--- config.mk ---
export PLATFORM = sky130hd
export DESIGN_NAME = rs_top
export DESIGN_NICKNAME = d
export VERILOG_FILES = /design/src/source/rs_pkg.sv /design/src/source/dispatch.sv /design/src/source/exec_pipe.sv /design/src/source/issue_select.sv /design/src/source/psel_gen.sv /design/src/source/rs.sv /design/src/source/rs_top.sv
export SDC_FILE = /design/constraint.sdc
export NUM_CORES = 1
export LEC_CHECK = 0
export BUFFER_PORTS_ARGS = -buffer_cell sky130_fd_sc_hd__buf_4
export CELL_PAD_IN_SITES_DETAIL_PLACEMENT = 1
export CELL_PAD_IN_SITES_GLOBAL_PLACEMENT = 1
export CORE_UTILIZATION = 45
export DETAILED_ROUTE_END_ITERATION = 8
export PLACE_DENSITY = 0.84
export SYNTH_ARGS = -nofsm -noshare
export SYNTH_HDL_FRONTEND = slang
export SYNTH_SLANG_ARGS = --single-unit
--- constraint.sdc ---
create_clock -name clock -period 7.71 [get_ports clock]
set_clock_uncertainty 0.15 [all_clocks]
set_input_delay 1.542 -clock clock [delete_from_list [all_inputs] [get_ports clock]]
set_output_delay 1.542 -clock clock [all_outputs]
set_load 0.02 [all_outputs]
--- src/source/rs_pkg.sv ---
// Shared types for the reservation station slice
// Tag and immediate widths, opcode type, src2 operand union and station entry

package rs_pkg;

    //////////////////////////////////////////////////////////////////////
    // Widths
    //////////////////////////////////////////////////////////////////////

    localparam int tag_w = 5;  // 32 physical tags
    localparam int imm_w = 5;  // Same as tag_w so both union members line up

    typedef logic [tag_w-1:0] tag_t;     // Physical tag number
    typedef logic [2:0]       opcode_t;  // Carried through to the issue lanes only

    //////////////////////////////////////////////////////////////////////
    // Operand and entry types
    //////////////////////////////////////////////////////////////////////

    // Second source word, read as a tag or an immediate
    // The entry flag src2_is_imm picks the reading
    typedef union packed {
        tag_t             tag;  // Producer tag
        logic [imm_w-1:0] imm;  // Literal operand
    } src_operand_u;

    // One station slot
    typedef struct packed {
        logic         valid;        // Slot holds a waiting instruction
        opcode_t      op;
        tag_t         dest_tag;     // Broadcast on the CDB when done
        tag_t         src1_tag;
        logic         src1_ready;
        src_operand_u src2;
        logic         src2_is_imm;  // Immediate src2 needs no wakeup
        logic         src2_ready;
    } rs_entry_t;

endpackage

--- src/source/dispatch.sv ---
// Dispatch stage of the slice
// Physical tag ready table, station entry building with CDB bypass, stall

`timescale 1ns/1ps

module dispatch #(
    parameter int n = 2
) (
    input  logic                         clock,
    input  logic                         rst,
    input  logic                         mispredict,
    input  logic [n-1:0]                 in_valid,        // One level per lane
    input  rs_pkg::opcode_t [n-1:0]      in_op,
    input  rs_pkg::tag_t [n-1:0]         in_dest,
    input  rs_pkg::tag_t [n-1:0]         in_src1,
    input  rs_pkg::src_operand_u [n-1:0] in_src2,
    input  logic [n-1:0]                 in_src2_is_imm,
    input  logic [$clog2(n+1)-1:0]       free_count,      // Free slots, capped at n
    input  logic [n-1:0]                 cdb_valid,
    input  rs_pkg::tag_t [n-1:0]         cdb_tag,
    output logic                         stall,
    output logic [n-1:0]                 alloc_valid,
    output rs_pkg::rs_entry_t [n-1:0]    alloc_entries
);
    import rs_pkg::*;

    localparam int num_tags = 1 << tag_w;
    localparam int cnt_w    = $clog2(n+1);

    logic [num_tags-1:0] ready_tbl;   // One bit per physical tag
    logic [num_tags-1:0] ready_next;
    logic [cnt_w-1:0]    lane_cnt;    // Valid lanes this cycle

    // All or nothing, a group never splits across cycles
    assign lane_cnt    = cnt_w'($countones(in_valid));
    assign stall       = lane_cnt > free_count;
    assign alloc_valid = stall ? '0 : in_valid;

    //////////////////////////////////////////////////////////////////////
    // Entry building
    //////////////////////////////////////////////////////////////////////

    always_comb begin
        logic rdy1;
        logic rdy2;
        for (int i = 0; i < n; i++) begin
            rdy1 = ready_tbl[in_src1[i]];
            rdy2 = ready_tbl[in_src2[i].tag];
            // Bypass tags broadcast this very cycle
            for (int c = 0; c < n; c++) begin
                if (cdb_valid[c] && cdb_tag[c] == in_src1[i]) rdy1 = 1'b1;
                if (cdb_valid[c] && cdb_tag[c] == in_src2[i].tag) rdy2 = 1'b1;
            end
            // An older lane in the same group produces this source
            for (int j = 0; j < i; j++) begin
                if (in_valid[j] && in_dest[j] == in_src1[i]) rdy1 = 1'b0;
                if (in_valid[j] && in_dest[j] == in_src2[i].tag) rdy2 = 1'b0;
            end
            alloc_entries[i].valid       = in_valid[i];
            alloc_entries[i].op          = in_op[i];
            alloc_entries[i].dest_tag    = in_dest[i];
            alloc_entries[i].src1_tag    = in_src1[i];
            alloc_entries[i].src1_ready  = rdy1;
            alloc_entries[i].src2        = in_src2[i];
            alloc_entries[i].src2_is_imm = in_src2_is_imm[i];
            alloc_entries[i].src2_ready  = in_src2_is_imm[i] || rdy2;  // Immediate is always ready
        end
    end

    //////////////////////////////////////////////////////////////////////
    // Ready table
    //////////////////////////////////////////////////////////////////////

    always_comb begin
        ready_next = ready_tbl;
        for (int c = 0; c < n; c++) begin
            if (cdb_valid[c]) ready_next[cdb_tag[c]] = 1'b1;
        end
        // Reallocation beats a broadcast of the same tag
        for (int i = 0; i < n; i++) begin
            if (alloc_valid[i]) ready_next[in_dest[i]] = 1'b0;
        end
    end

    always_ff @(posedge clock) begin
        if (rst || mispredict) begin
            ready_tbl <= '1;  // Nothing in flight
        end else begin
            ready_tbl <= ready_next;
        end
    end

    // A stall only happens with fewer than n free slots, and then nothing is sent
    a_stall_blocks: assert property (@(posedge clock) disable iff (rst)
        stall |-> (alloc_valid == '0) && (free_count < cnt_w'(n)));

endmodule

--- src/source/exec_pipe.sv ---
// Fixed latency execution pipe
// exec_lat stages of n lanes, last stage drives the CDB

`timescale 1ns/1ps

module exec_pipe #(
    parameter int n        = 2,
    parameter int exec_lat = 2
) (
    input  logic                 clock,
    input  logic                 rst,
    input  logic                 mispredict,
    input  logic [n-1:0]         issue_valid,
    input  rs_pkg::tag_t [n-1:0] issue_dest,
    output logic [n-1:0]         cdb_valid,
    output rs_pkg::tag_t [n-1:0] cdb_tag
);
    import rs_pkg::*;

    logic [exec_lat-1:0][n-1:0] stage_valid;  // Up to exec_lat*n in flight
    tag_t [exec_lat-1:0][n-1:0] stage_tag;

    // Valid bits shift every cycle, a flush empties the whole pipe
    always_ff @(posedge clock) begin
        if (rst || mispredict) begin
            stage_valid <= '0;
        end else begin
            stage_valid[0] <= issue_valid;
            for (int s = 1; s < exec_lat; s++) begin
                stage_valid[s] <= stage_valid[s-1];
            end
        end
    end

    always_ff @(posedge clock) begin
        stage_tag[0] <= issue_dest;
        for (int s = 1; s < exec_lat; s++) begin
            stage_tag[s] <= stage_tag[s-1];
        end
    end

    // Issued in cycle c, broadcast in cycle c+exec_lat
    assign cdb_valid = stage_valid[exec_lat-1];
    assign cdb_tag   = stage_tag[exec_lat-1];

    // Each tag is in flight once, so two lanes never broadcast the same one
    for (genvar a = 0; a < n; a++) begin : g_cdb_a
        for (genvar b = a + 1; b < n; b++) begin : g_cdb_b
            a_cdb_unique: assert property (@(posedge clock) disable iff (rst)
                !(cdb_valid[a] && cdb_valid[b] && cdb_tag[a] == cdb_tag[b]));
        end
    end

endmodule

--- src/source/issue_select.sv ---
// Issue selection
// Picks up to n ready station entries, lowest slot first, and drives
// the issue lanes and the matching clear requests back to the station

`timescale 1ns/1ps

module issue_select #(
    parameter int n     = 2,
    parameter int rs_sz = 8
) (
    input  logic                            issue_enable,  // Low holds all issue
    input  rs_pkg::rs_entry_t [rs_sz-1:0]   entries,
    output logic [n-1:0]                    clear_valid,
    output logic [n-1:0][$clog2(rs_sz)-1:0] clear_idxs,
    output logic [n-1:0]                    issue_valid,
    output rs_pkg::opcode_t [n-1:0]         issue_op,
    output rs_pkg::tag_t [n-1:0]            issue_dest
);
    import rs_pkg::*;

    localparam int idx_w = $clog2(rs_sz);

    logic [rs_sz-1:0]        ready_req;  // Entries with both sources ready
    logic [n-1:0][rs_sz-1:0] gnt_bus;

    always_comb begin
        for (int j = 0; j < rs_sz; j++) begin
            ready_req[j] = issue_enable && entries[j].valid
                           && entries[j].src1_ready && entries[j].src2_ready;
        end
    end

    psel_gen #(
        .width(rs_sz),
        .reqs (n)
    ) i_issue_sel (
        .req    (ready_req),
        .gnt_bus(gnt_bus)
    );

    //////////////////////////////////////////////////////////////////////
    // Grant encode and lane drive
    //////////////////////////////////////////////////////////////////////

    always_comb begin
        rs_entry_t pick;
        for (int k = 0; k < n; k++) begin
            clear_idxs[k] = '0;
            pick          = '0;
            // One-hot to index, grant is one-hot so at most one hit
            for (int j = 0; j < rs_sz; j++) begin
                if (gnt_bus[k][j]) begin
                    clear_idxs[k] = idx_w'(j);
                    pick          = entries[j];
                end
            end
            issue_valid[k] = |gnt_bus[k];
            issue_op[k]    = pick.op;
            issue_dest[k]  = pick.dest_tag;  // Goes down the exec pipe
        end
    end

    // An issued slot is freed at the next edge
    assign clear_valid = issue_valid;

endmodule

--- src/source/psel_gen.sv ---
// Multi-grant priority selector
// Up to reqs one-hot grants over a width-bit request, lowest index first

`timescale 1ns/1ps

module psel_gen #(
    parameter int width = 8,
    parameter int reqs  = 2
) (
    input  logic [width-1:0]           req,
    output logic [reqs-1:0][width-1:0] gnt_bus  // Grant k goes to the k-th set bit
);

    always_comb begin
        logic [width-1:0] remaining;
        remaining = req;
        for (int k = 0; k < reqs; k++) begin
            gnt_bus[k] = remaining & (~remaining + 1'b1);  // Isolate lowest set bit
            remaining  = remaining & ~gnt_bus[k];           // Drop it for the next grant
        end
    end

    //////////////////////////////////////////////////////////////////////
    // Checks
    //////////////////////////////////////////////////////////////////////

    // Grants are one-hot or empty and never share a slot
    always_comb begin
        for (int a = 0; a < reqs; a++) begin
            assert ($onehot0(gnt_bus[a]))
                else $error("psel_gen grant %0d not one-hot", a);
            for (int b = a + 1; b < reqs; b++) begin
                assert ((gnt_bus[a] & gnt_bus[b]) == '0)
                    else $error("psel_gen grants %0d and %0d overlap", a, b);
            end
        end
    end

endmodule

--- src/source/rs.sv ---
// Reservation station
// Slot storage, allocation through psel_gen, CDB wakeup, clear on issue,
// flush on mispredict and running free slot count

`timescale 1ns/1ps

module rs #(
    parameter int n     = 2,
    parameter int rs_sz = 8
) (
    input  logic                              clock,
    input  logic                              rst,
    input  logic                              mispredict,
    input  logic [n-1:0]                      alloc_valid,
    input  rs_pkg::rs_entry_t [n-1:0]         alloc_entries,
    input  logic [n-1:0]                      cdb_valid,
    input  rs_pkg::tag_t [n-1:0]              cdb_tag,
    input  logic [n-1:0]                      clear_valid,   // Issued this cycle
    input  logic [n-1:0][$clog2(rs_sz)-1:0]   clear_idxs,
    output rs_pkg::rs_entry_t [rs_sz-1:0]     entries,
    output logic [$clog2(n+1)-1:0]            free_count
);
    import rs_pkg::*;

    localparam int cnt_w  = $clog2(n+1);
    localparam int free_w = $clog2(rs_sz+1);

    rs_entry_t [rs_sz-1:0]    rs_array;
    rs_entry_t [rs_sz-1:0]    rs_array_next;
    logic [rs_sz-1:0]         free_mask;       // Empty or being vacated
    logic [rs_sz-1:0]         alloc_hit;       // Slots written this cycle
    logic [n-1:0][rs_sz-1:0]  gnt_bus;
    logic [free_w-1:0]        effective_free;  // Uncapped free slot count
    logic [free_w-1:0]        free_next;

    psel_gen #(
        .width(rs_sz),
        .reqs (n)
    ) i_alloc_sel (
        .req    (free_mask),
        .gnt_bus(gnt_bus)
    );

    // Slots issued this cycle can be refilled at the same edge
    always_comb begin
        for (int i = 0; i < rs_sz; i++) begin
            free_mask[i] = !rs_array[i].valid;
        end
        for (int i = 0; i < n; i++) begin
            if (clear_valid[i]) free_mask[clear_idxs[i]] = 1'b1;
        end
    end

    //////////////////////////////////////////////////////////////////////
    // Next state of the slots
    //////////////////////////////////////////////////////////////////////

    always_comb begin
        int unsigned g;
        rs_array_next = rs_array;
        alloc_hit     = '0;
        g             = 0;

        for (int i = 0; i < n; i++) begin
            if (clear_valid[i]) rs_array_next[clear_idxs[i]].valid = 1'b0;
        end

        // The k-th valid lane takes grant k, so a sparse lane mask still fits
        for (int i = 0; i < n; i++) begin
            if (alloc_valid[i]) begin
                for (int j = 0; j < rs_sz; j++) begin
                    if (gnt_bus[g][j]) begin
                        rs_array_next[j] = alloc_entries[i];
                        alloc_hit[j]     = 1'b1;
                    end
                end
                g++;
            end
        end

        // Associative wakeup, immediates never match
        for (int j = 0; j < rs_sz; j++) begin
            for (int c = 0; c < n; c++) begin
                if (rs_array_next[j].valid && cdb_valid[c]) begin
                    if (rs_array_next[j].src1_tag == cdb_tag[c])
                        rs_array_next[j].src1_ready = 1'b1;
                    if (!rs_array_next[j].src2_is_imm && rs_array_next[j].src2.tag == cdb_tag[c])
                        rs_array_next[j].src2_ready = 1'b1;
                end
            end
        end
    end

    //////////////////////////////////////////////////////////////////////
    // Free count and storage
    //////////////////////////////////////////////////////////////////////

    assign free_next  = effective_free + free_w'($countones(clear_valid))
                        - free_w'($countones(alloc_valid));
    assign free_count = (effective_free > free_w'(n)) ? cnt_w'(n) : cnt_w'(effective_free);
    assign entries    = rs_array;

    always_ff @(posedge clock) begin
        if (rst || mispredict) begin
            effective_free <= free_w'(rs_sz);
            for (int j = 0; j < rs_sz; j++) begin
                rs_array[j].valid <= 1'b0;  // Payload left as is
            end
        end else begin
            effective_free <= free_next;
            rs_array       <= rs_array_next;
        end
    end

    // Every lane dispatch let through gets its own free slot
    a_alloc_free: assert property (@(posedge clock) disable iff (rst || mispredict)
        ((alloc_hit & ~free_mask) == '0) && ($countones(alloc_hit) == $countones(alloc_valid)));

    // Issue only clears slots that hold an instruction
    for (genvar i = 0; i < n; i++) begin : g_clear_chk
        a_clear_live: assert property (@(posedge clock) disable iff (rst)
            clear_valid[i] |-> rs_array[clear_idxs[i]].valid);
    end

endmodule

--- src/source/rs_top.sv ---
// Top level of the out-of-order issue slice
// dispatch, reservation station, issue select and execution pipe

`timescale 1ns/1ps

module rs_top #(
    parameter int n        = 2,  // Dispatch, issue and CDB width
    parameter int rs_sz    = 8,  // Station slots
    parameter int exec_lat = 2   // Cycles from issue to CDB
) (
    input  logic                         clock,
    input  logic                         rst,
    input  logic [n-1:0]                 in_valid,
    input  rs_pkg::opcode_t [n-1:0]      in_op,
    input  rs_pkg::tag_t [n-1:0]         in_dest,
    input  rs_pkg::tag_t [n-1:0]         in_src1,
    input  rs_pkg::src_operand_u [n-1:0] in_src2,
    input  logic [n-1:0]                 in_src2_is_imm,
    input  logic                         issue_enable,
    input  logic                         mispredict,    // One cycle flush pulse
    output logic                         stall,
    output logic [n-1:0]                 issue_valid,
    output rs_pkg::opcode_t [n-1:0]      issue_op,
    output rs_pkg::tag_t [n-1:0]         issue_dest,
    output logic [n-1:0]                 cdb_valid,
    output rs_pkg::tag_t [n-1:0]         cdb_tag
);
    import rs_pkg::*;

    logic [n-1:0]                    alloc_valid;
    rs_entry_t [n-1:0]               alloc_entries;
    logic [$clog2(n+1)-1:0]          free_count;
    rs_entry_t [rs_sz-1:0]           entries;
    logic [n-1:0]                    clear_valid;
    logic [n-1:0][$clog2(rs_sz)-1:0] clear_idxs;

    dispatch #(.n(n)) i_dispatch (
        .clock, .rst, .mispredict,
        .in_valid, .in_op, .in_dest, .in_src1, .in_src2, .in_src2_is_imm,
        .free_count, .cdb_valid, .cdb_tag,
        .stall, .alloc_valid, .alloc_entries
    );

    rs #(.n(n), .rs_sz(rs_sz)) i_rs (
        .clock, .rst, .mispredict,
        .alloc_valid, .alloc_entries,
        .cdb_valid, .cdb_tag,
        .clear_valid, .clear_idxs,
        .entries, .free_count
    );

    issue_select #(.n(n), .rs_sz(rs_sz)) i_issue_select (
        .issue_enable, .entries,
        .clear_valid, .clear_idxs,
        .issue_valid, .issue_op, .issue_dest
    );

    // CDB feeds back to both the station and the ready table
    exec_pipe #(.n(n), .exec_lat(exec_lat)) i_exec_pipe (
        .clock, .rst, .mispredict,
        .issue_valid, .issue_dest,
        .cdb_valid, .cdb_tag
    );

endmodule

==> reports/qor.csv, run 1 <==
metric;value;unit
NumNets Final;1881;
Avg Synthesized Cell Area;9.46;um^2
H-tree Lvls;1;
Slew Limit Fails;0;
initial DRC count;2182;
final global-route overflow total;0;
CTS resizes;0;
Sequential cell area;6410;um^2
DP Worst Slack;1.20;ns
Max Cap Violations;0;
clock-pin slew on the worst setup and hold paths;0.06;ns
unique cell type count in the Yosys netlist;93;
Post-DP Area;18300;um^2
Initial Util;46.1;%
Via Count;16483;
Global Route met1 Usage;47.0;%
wire length per cell;31.1;um
Post-Route WL;73400;um
Leak;7.33;nW
Final Hold Fails;0;
Total GRT Usage;36.9;%
Post-synth ARST share;0;%
CTS Buffer Depth;3;
Setup WS post-layout;1.24;ns
Least-Margin Pin Slew;1.38;ns
hold buffers post-CTS;0;
P&R area growth vs syn;9.35;%
die area;39800;um^2
CTS Root Cell;clkbuf_16;
Multi-input gate area;10100;um^2
Post-Syn Instances;1854;
fin crit share;83.9;%
Post-synth EDFFs;168;
GPL Wtd Cong;0.999;
chip width;199;um
critical path arrival;4.77;ns
Critical Path RT;6.02;ns
drt drc;0;
Ys Warns;0;
CP peak stage delay;1.04;ns
first-pass GRT wire length;108000;um
startpoint types;input pin;
CP Max Fanout;26;
Overall Power;3.66;mW
Setup Total Neg Slack;0;ns
post-route cell area;19200;um^2
Num CTS Buffers;27;
IO Count;75;
sequential area share after synthesis;36.5;%
CP endpoint kind;output port;
row count;71;
Sink Count;236;
maximum vdd drop;0.144;mV
Via density;6.99;
worst hold path type;reg -> reg;
TritonCTS clock tree;yes;
net count after synthesis;1911;
Worst Path Class, Setup;in -> out;
dpl hpwl;47900;um
Worst-Skew Late Latency;0.58;ns
Max stage delay cell, worst path;a211oi_1;
M2 GR Usage;57.3;%
# fillers;4336;
largest net degree at the start of global routing;77;
most used cell, CP;buf_4;
power per cell area;191;nW/um^2
run status;finished, final reports clean;
initial antenna violation count;2;
Post-DRT Antenna Nets;0;
Main synth FF type;edfxtp_1;
Mapped Area;17500;um^2
Port Buffers;74;
Die Y;199;um
grt met3 use;9.47;%
Yosys reg bits;236;
First-pass DRT Iterations;6;
Final min period;6.47;ns
GRT Max-Usage Layer;met2;
setup repair bufs after CTS;0;
Core Box Area;38000;um^2
RSZ-0062 raised after global routing;no;
share of layout cells above drive strength 1;14.5;%
worst path cell trace;buf_4, and4_1, xnor2_1, a211oi_1, a222oi_1, nand3_1, a221o_1, buf_4;
max frequency;155;MHz
vias in the first global route;16806;
Finish-stage setup viols;0;
worst relative slew slack;7.40;%
final cells by class:
| class | count | share of cell area (%) |
|---|---|---|
| clock inverters | 5 | 0.163 |
| well taps | 511 | 3.33 |
| repair buffers | 112 | 4.39 |
| diodes | 1 | 0.0131 |
| inverters | 87 | 1.74 |
| multi-input cells | 1360 | 52.5 |
| clock buffers | 45 | 4.46 |
| flip-flops and latches | 236 | 33.4 |
power breakdown:
part	internal [mW]	switching, mW	leakage (nW)
logic	0.290	0.548	4.77
registers	1.46	0.0519	2.12
clock network	0.751	0.559	0.436
cells by family (layout without fill, tap and decap cells):
kind of cell,after synthesis,in the layout,synth area share (%)
AND/OR/NAND/NOR,540,540,15.3
multiplexers,223,223,15.8
XOR/XNOR,204,204,10.2
adder cells (fa/ha/maj),20,20,1.42
other,0,1,0
buffers and inverters,258,249,6.24
AO/OA/AOI/OAI,373,373,14.5
flip-flops,236,236,36.5
worst paths after layout:
kind | from | endpoint | slack, ns | cells after the start
setup / recovery | issue_enable | issue_dest[8] | 1.24 | 8
hold / removal | i_exec_pipe.stage_tag[1] | i_exec_pipe.cdb_tag[1] | 0.18 | 0
setup reg to reg | i_rs.effective_free[2] | i_rs.entries[139] | 2.21 | 17
hold reg to reg | i_exec_pipe.stage_tag[1] | i_exec_pipe.cdb_tag[1] | 0.18 | 0
metal layers:
metal	up-vias	wire (um)
met2	1205	32100
met3	301	9730
li1	6741	-
met1	8236	27100
met4	0	4510
met5	-	0
layout by cell type, fill, tap and decap left out, drive strengths merged, types with 68 or more instances in the layout:
| master | n |
|---|---|
| edfxtp | 168 |
| nand2 | 168 |
| mux2i | 150 |
| buf | 112 |
| dfxtp | 68 |
| inv | 87 |
| xnor2 | 137 |
| o21ai | 94 |
| a21oi | 99 |
| nor2 | 135 |
cells in the mapped netlist (21+ instances only):
master,count,area share [%]
xor2_1,67,3.3
mux2_2,28,1.8
a21oi_1,97,2.8
nor4_1,33,1.2
nor2_1,134,2.9
xnor2_1,137,6.8
nand4_1,34,1.2
dfxtp_1,68,7.8
clkbuf_1,103,2.2
o21ai_0,89,2.5
inv_1,82,1.8
nand2_1,166,3.6
nor3_1,21,0.60
mux4_2,40,5.1
mux2i_1,150,8.6
buf_1,26,0.56
edfxtp_1,168,29
nand3_1,55,1.6
o22ai_1,32,1.1
a221o_1,45,2.6
sequential cells by signal (all words and copies together) (netlist names):
| register | count |
|---|---|
| i_rs.entries | 176 |
| i_dispatch.ready_tbl | 32 |
| i_exec_pipe.cdb_tag | 10 |
| i_exec_pipe.stage_tag | 10 |
| i_rs.effective_free | 4 |
| i_exec_pipe.cdb_valid | 2 |
| i_exec_pipe.stage_valid | 2 |
per-stage QoR:
stage	hold slack (ns)	std cells	util (%)
after floorplan	0.160	1854	-
after global placement	0.160	2306	48.1
after detailed placement	0.164	2306	48.1
after CTS	0.177	2356	50.4
after global routing	0.184	2356	50.4
final	0.177	2357	50.4
worst max-delay path, delay by kind of cell:
family / cells / cell delay [ns]
AOI/OAI and AO/OA: 3 / 1.52
xor gates and xnor gates: 1 / 0.21
buffers and inverters: 2 / 0.35
and+or+nand+nor: 2 / 1.14
Note: power is estimated with default switching activity, not from simulation.
==> run 2: changes to the inputs <==
==> constraint.sdc (replaced) <==
create_clock -name clock -period 5.2 [get_ports clock]
set_clock_uncertainty 0.15 [all_clocks]
set_input_delay 1.04 -clock clock [delete_from_list [all_inputs] [get_ports clock]]
set_output_delay 1.04 -clock clock [all_outputs]
set_load 0.02 [all_outputs]
==> reports/qor.csv, run 2 (synthesis gave the netlist of run 1 again) <==
metric;value;unit;change
run status;finished, final reports clean;;
final global-route overflow total;0;;unchanged
RSZ-0062 raised after global routing;no;;
Finish-stage setup viols;0;;unchanged
most used cell, CP;buf_4;;
routed length on met3;8910;um;-8.5%
Worst-Skew Late Latency;0.57;ns;about the same
Via density;6.88;;-1.6%
CP endpoint kind;output port;;
Worst Reg2Reg Path Length in Cells;18;;+1
Post-DRT Antenna Nets;0;;unchanged
total net switching power;1.75;mW;+51%
Crit. path cell count;9;;+1
critical path arrival;3.76;ns;-1.01 ns
Die Y;199;um;unchanged
reg2reg setup slack;0.71;ns;-1.50 ns
fin crit share;95.2;%;
Core Box Area;38000;um^2;unchanged
Max Cap Violations;0;;unchanged
Total GRT Usage;36.4;%;-0.54 points
initial antenna violation count;2;;unchanged
maximum vdd drop;0.313;mV;+120%
switching share of total power;31.0;%;-0.68 points
Multi-input gate area;10100;um^2;about the same
drt drc;0;;unchanged
dpl hpwl;47900;um;about the same
Num CTS Buffers;29;;+7.4%
CTS resizes;0;;unchanged
Leak;7.61;nW;+3.7%
Routed met2 length;32300;um;+0.53%
max frequency;202;MHz;
Max stage delay cell, worst path;a211oi_1;;
power per cell area;288;nW/um^2;+51%
P&R area growth vs syn;12.0;%;
CP Max Fanout;11;;-58%
share of layout cells above drive strength 1;16.5;%;+2.0 points
chip width;199;um;unchanged
CP Buf/Inv Count;3;;+1
Seq pwr share;39.7;%;-1.6 points
die area;39800;um^2;unchanged
Worst Path Class, Setup;in -> out;;
Post-Route WL;72000;um;-1.8%
wire length per cell;30.0;um;-3.7%
First-pass DRT Iterations;8;;+2
largest net degree at the start of global routing;124;;+61%
startpoint types;input pin;;
M1 wire length;25900;um;-4.1%
CP peak stage delay;0.99;ns;-0.05 ns
Port Buffers;74;;unchanged
GPL Wtd Cong;0.963;;-3.5%
CTS Root Cell;clkbuf_16;;
row count;71;;unchanged
DP Worst Slack;0.0727;ns;-1.13 ns
highest routed layer;met5;;
CTS Buffer Depth;3;;unchanged
Sequential cell area;6410;um^2;about the same
hold buffers post-CTS;0;;unchanged
setup repair bufs after CTS;0;;unchanged
H-tree Lvls;1;;unchanged
Final Hold Fails;0;;unchanged
most frequent cells in the layout;edfxtp_1 (168), nand2_1 (166), buf_4 (151);;
Clk network pwr share;38.2;%;+2.4 points
Gate power share;22.1;%;-0.8 points
crit path launch;issue_enable;;
Critical Path RT;4.01;ns;-2.01 ns
vias in the first global route;17268;;+2.7%
Sink Count;236;;unchanged
IO Count;75;;unchanged
most common cell after layout, fill and taps aside;edfxtp_1;;
NumNets Final;1926;;+2.4%
# fillers;4347;;+0.25%
Final min period;4.95;ns;
worst path cell trace;buf_4, and4_1, xnor2_1, a211oi_1, buf_4, a222oi_1, nand3_1, a221o_1, buf_4;;
Initial Util;46.1;%;unchanged
worst r2r src;i_rs.effective_free[2];;
worst hold path type;reg -> reg;;
TritonCTS clock tree;yes;;
Via Count;16533;;+0.30%
r2r endpoint;i_rs.entries[110];;
max reg flops;176;;unchanged
initial DRC count;1960;;-10%
clock-pin slew on the worst setup and hold paths;0.06;ns;about the same
first-pass GRT wire length;107000;um;-0.58%
Least-Margin Pin Slew;1.23;ns;-0.152 ns
cell-internal power;3.90;mW;+56%
Slew Limit Fails;0;;unchanged
critical path's top delay family;compound AO/OA/AOI/OAI gates;;
worst relative slew slack;18.2;%;+11 points
Setup Total Neg Slack;0;ns;unchanged
Setup WS post-layout;0.250;ns;-0.995 ns
CP Capture Point;issue_dest[6];;
run 2: worst min-delay path by stage:
stage	start	to	slack (ns)	cells after the start
6_report	i_exec_pipe.stage_tag[2]	i_exec_pipe.cdb_tag[2]	0.18	0
5_1_grt	i_exec_pipe.stage_tag[5]	i_exec_pipe.cdb_tag[5]	0.19	0
4_1_cts	i_exec_pipe.stage_tag[2]	i_exec_pipe.cdb_tag[2]	0.18	0
3_5_place_dp	i_exec_pipe.stage_tag[2]	i_exec_pipe.cdb_tag[2]	0.16	0
3_3_place_gp	i_exec_pipe.stage_tag[2]	i_exec_pipe.cdb_tag[2]	0.16	0
2_1_floorplan	i_exec_pipe.stage_tag[0]	i_exec_pipe.cdb_tag[0]	0.16	0
run 2: layout make-up:
type	count	share of cell area [%]
Timing Repair Buffer	155	6.18
Sequential cell	236	32.6
Clock inverter	14	0.930
Multi-Input combinational cell	1360	51.2
Antenna cell	1	0.0127
Clock buffer	38	4.08
Inverter	87	1.70
Tap cell	511	3.26
run 2: stage by stage:
stage                     utilization (%)  std cells  area (um^2)  total power [mW]  hold WS (ns)
after floorplan                         -       1854        17500              3.07         0.160
after global placement               49.1       2349        18700              3.41         0.160
after detailed placement             49.1       2349        18700              3.49         0.163
after CTS                            51.6       2401        19600              5.62         0.178
after global routing                 51.7       2402        19600              5.83         0.188
final                                51.7       2402        19600              5.65         0.179
run 2: power groups by stage:
stage | logic [mW] | clock network (mW) | registers [mW]
finish | 1.25 | 2.16 | 2.24
global route | 1.33 | 2.24 | 2.25
CTS | 1.22 | 2.16 | 2.24
detailed placement | 1.21 | 0 | 2.28
global placement | 1.14 | 0 | 2.27
floorplan | 0.829 | 0 | 2.24
run 2: per-layer routing:
metal | vias to the layer above | track usage [%]
li1 | 6837 | -
met1 | 8151 | 45.5
met2 | 1171 | 56.8
met3 | 372 | 8.68
met4 | 2 | 22.5
met5 | - | 0
==> run 3: changes to the inputs <==
--- a/config.mk
+++ b/config.mk
@@ -10,7 +10,9 @@
 export CELL_PAD_IN_SITES_GLOBAL_PLACEMENT = 1
 export CORE_UTILIZATION = 45
 export DETAILED_ROUTE_END_ITERATION = 8
-export PLACE_DENSITY = 0.84
+export PLACE_DENSITY = 0.85
+export SKIP_CTS_REPAIR_TIMING = 1
 export SYNTH_ARGS = -nofsm -noshare
 export SYNTH_HDL_FRONTEND = slang
+export SYNTH_HIERARCHICAL = 1
 export SYNTH_SLANG_ARGS = --single-unit
==> reports/qor.csv, run 3 <==
metric;value;unit;change
run status;finished, violations left;;
failing checks;setup timing;;
GPL Wtd Cong;0.984;;+2.1%
Post-Syn Instances;2215;;+19%
Sink Count;236;;unchanged
critical path arrival;6.26;ns;+2.50 ns
Core Box Area;43100;um^2;+13%
drt drc;0;;unchanged
Post-DRT Antenna Nets;0;;unchanged
H-tree Lvls;1;;unchanged
Mapped Area;19600;um^2;+12%
vias in the first global route;22215;;+29%
CTS Root Cell;clkbuf_16;;
Least-Margin Pin Slew;0.938;ns;-0.288 ns
CP Max Fanout;5;;-6
Yosys reg bits;236;;unchanged
Ys Warns;6;;+6
largest net degree at the start of global routing;73;;-41%
grt met3 use;8.97;%;+0.29 points
GRT Max-Usage Layer;met2;;
worst path cell trace;and4_4, xor2_2, a221oi_4, nor2_4, inv_1, o21ai_0, a21oi_2, or2_4, buf_6, buf_4, nand4b_1, nand3_1, buf_4, inv_1, nand2_1, nor3_4, nand2_1, buf_4, buf_4, mux2i_1, a21oi_1, xor2_1, or4_1, nand3_1;;
Overall Power;5.87;mW;+3.8%
most used cell, CP;buf_4;;
wire length per cell;32.9;um;+9.8%
post-synth top area cell;edfxtp_1;;
chip width;211;um;+5.8%
NumNets Final;2523;;+31%
Port Buffers;74;;unchanged
max reg flops;176;;unchanged
hold path depth;0;;unchanged
CP endpoint kind;register;;
share of layout cells above drive strength 1;30.7;%;+14 points
Via Count;22578;;+37%
Num CTS Buffers;31;;+6.9%
power per cell area;234;nW/um^2;-19%
Final min period;5.94;ns;+0.987 ns
M2 GR Usage;62.7;%;+5.9 points
Setup WS post-layout;-0.737;ns;-0.987 ns
Global Route met1 Usage;49.5;%;+4.0 points
maximum vdd drop;0.308;mV;-1.7%
Post-synth EDFFs;168;;unchanged
Max Cap Violations;0;;unchanged
Via density;7.33;;+6.5%
Worst-Skew Late Latency;0.61;ns;+0.04 ns
Finish-stage setup viols;43;;+43
Worst Path Class, Setup;reg -> reg;;
CP peak stage delay;0.54;ns;-0.45 ns
Post-synth ARST share;0;%;unchanged
sequential area share after synthesis;32.6;%;-3.9 points
P&R area growth vs syn;27.7;%;
Hold WS;0.176;ns;-0.00323 ns
Die Y;211;um;+5.8%
initial antenna violation count;6;;+4
fin crit share;114;%;+19 points
most common cell after layout, fill and taps aside;buf_4;;
startpoint types;register;;
most frequent cells in the layout;buf_4 (433), nor2_1 (180), edfxtp_1 (168);;
# fillers;4769;;+9.7%
Sequential cell area;6420;um^2;about the same
TritonCTS clock tree;yes;;
Slew Limit Fails;0;;unchanged
net count after synthesis;2269;;+19%
initial DRC count;3160;;+61%
Synth top cells by count;nor2_1 (194), edfxtp_1 (168), o21ai_0 (151);;
CTS Buffer Depth;3;;unchanged
Main synth FF type;edfxtp_1;;
unique cell type count in the Yosys netlist;100;;+7.5%
Multi-input gate area;13000;um^2;+29%
largest cells by area after synthesis;edfxtp_1 (26%), dfxtp_1 (6.9%), mux2i_1 (5.5%), o21ai_0 (3.8%), nor2_1 (3.7%);;
RSZ-0062 raised after global routing;yes;;
First-pass DRT Iterations;5;;-3
final global-route overflow total;0;;unchanged
Yosys top cell area share;25.7;%;-3.1 points
worst relative slew slack;37.3;%;+19 points
max frequency;168;MHz;-17%
Avg Synthesized Cell Area;8.87;um^2;-6.2%
Post-Route WL;101000;um;+41%
Worst Reg2Reg Path Length in Cells;24;;+6
Total GRT Usage;39.8;%;+3.4 points
Leak;10.0;nW;+32%
IO Count;75;;unchanged
worst hold path type;reg -> reg;;
Max stage delay cell, worst path;edfxtp_1;;
die area;44500;um^2;+12%
Initial Util;45.6;%;-0.52 points
row count;76;;+7.0%
Setup Total Neg Slack;-8.69;ns;-8.69 ns
most frequent cell after synthesis;nor2_1;;
clock-pin slew on the worst setup and hold paths;0.07;ns;about the same
Final Hold Fails;0;;unchanged
dpl hpwl;61300;um;+28%
first-pass GRT wire length;134000;um;+25%
Critical Path RT;5.52;ns;+1.51 ns
## run 3: changes by cell type after synthesis, sizes merged, moves of 34 or more
| cell | delta |
|---|---|
| nor3 | +78 |
| o21ai | +77 |
| xnor2 | -77 |
| nand2 | -74 |
| buf | +63 |
| nor2 | +61 |
| or3 | +53 |
| and3 | +48 |
| a221oi | +43 |
| mux2i | -35 |
| inv | -34 |
## run 3: worst paths after layout
kind	from	endpoint	slack [ns]
worst min register to register	i_exec_pipe/stage_tag[6]	i_exec_pipe/cdb_tag[6]	0.18
worst max register to register	i_rs/entries[51]	i_rs/entries[161]	-0.74
worst max-delay path	i_rs/entries[51]	i_rs/entries[161]	-0.74
worst min-delay path	i_exec_pipe/stage_tag[6]	i_exec_pipe/cdb_tag[6]	0.18
## run 3: metal layers
metal	routed length, um	up-vias
met5	26	-
met2	43900	1952
met4	9640	4
met3	13400	792
li1	-	8940
met1	34600	10890
## run 3: report_power, final
group          leakage, nW  internal, mW  switching (mW)
clock network        0.502          1.24           0.957
logic                 7.40         0.530           0.922
registers             2.13          2.12          0.0981
total                 10.0          3.89            1.98
## run 3: metrics by stage
step | utilization (%) | cells | instance area [um^2] | setup slack (ns)
after floorplan | - | 2215 | 20200 | -0.334
after global placement | 52.9 | 2972 | 22800 | -0.744
after detailed placement | 52.9 | 2972 | 22800 | -0.967
after CTS | 55.3 | 3030 | 23800 | -0.423
after global routing | 58.2 | 3079 | 25100 | -0.741
final | 58.2 | 3081 | 25100 | -0.737
## run 3: final cells by class
cell class	count	area share [%]
sequential	236	25.6
multi-input combinational	1684	51.8
clock buffer	47	3.74
tap	585	2.92
timing repair buffer	463	14.9
clock inverter	11	0.249
antenna	2	0.0200
inverter	53	0.818
## run 3: cell families (layout without fill, tap and decap cells)
logic type                 count (synthesis)  in the layout  synth area share (%)
buffers and inverters                    299            574                  7.59
DFF                                      236            236                  32.6
muxes                                    171            174                  11.5
xor gates and xnor gates                 119            119                  5.31
other                                      2              4                0.0382
adders and majority gates                 10             10                 0.752
and+or+nand+nor                          821            822                  23.0
AOI/OAI and AO/OA                        557            557                  19.2
## run 3: worst max-delay path, delay by kind of cell, from the launching register on
family	cells	cell delay (ns)
AND/OR/NAND/NOR	10	2.45
AO/OA/AOI/OAI	4	1.08
multiplexers	1	0.17
XOR/XNOR	2	0.38
flip-flops	1	0.54
buffers and inverters	7	1.01
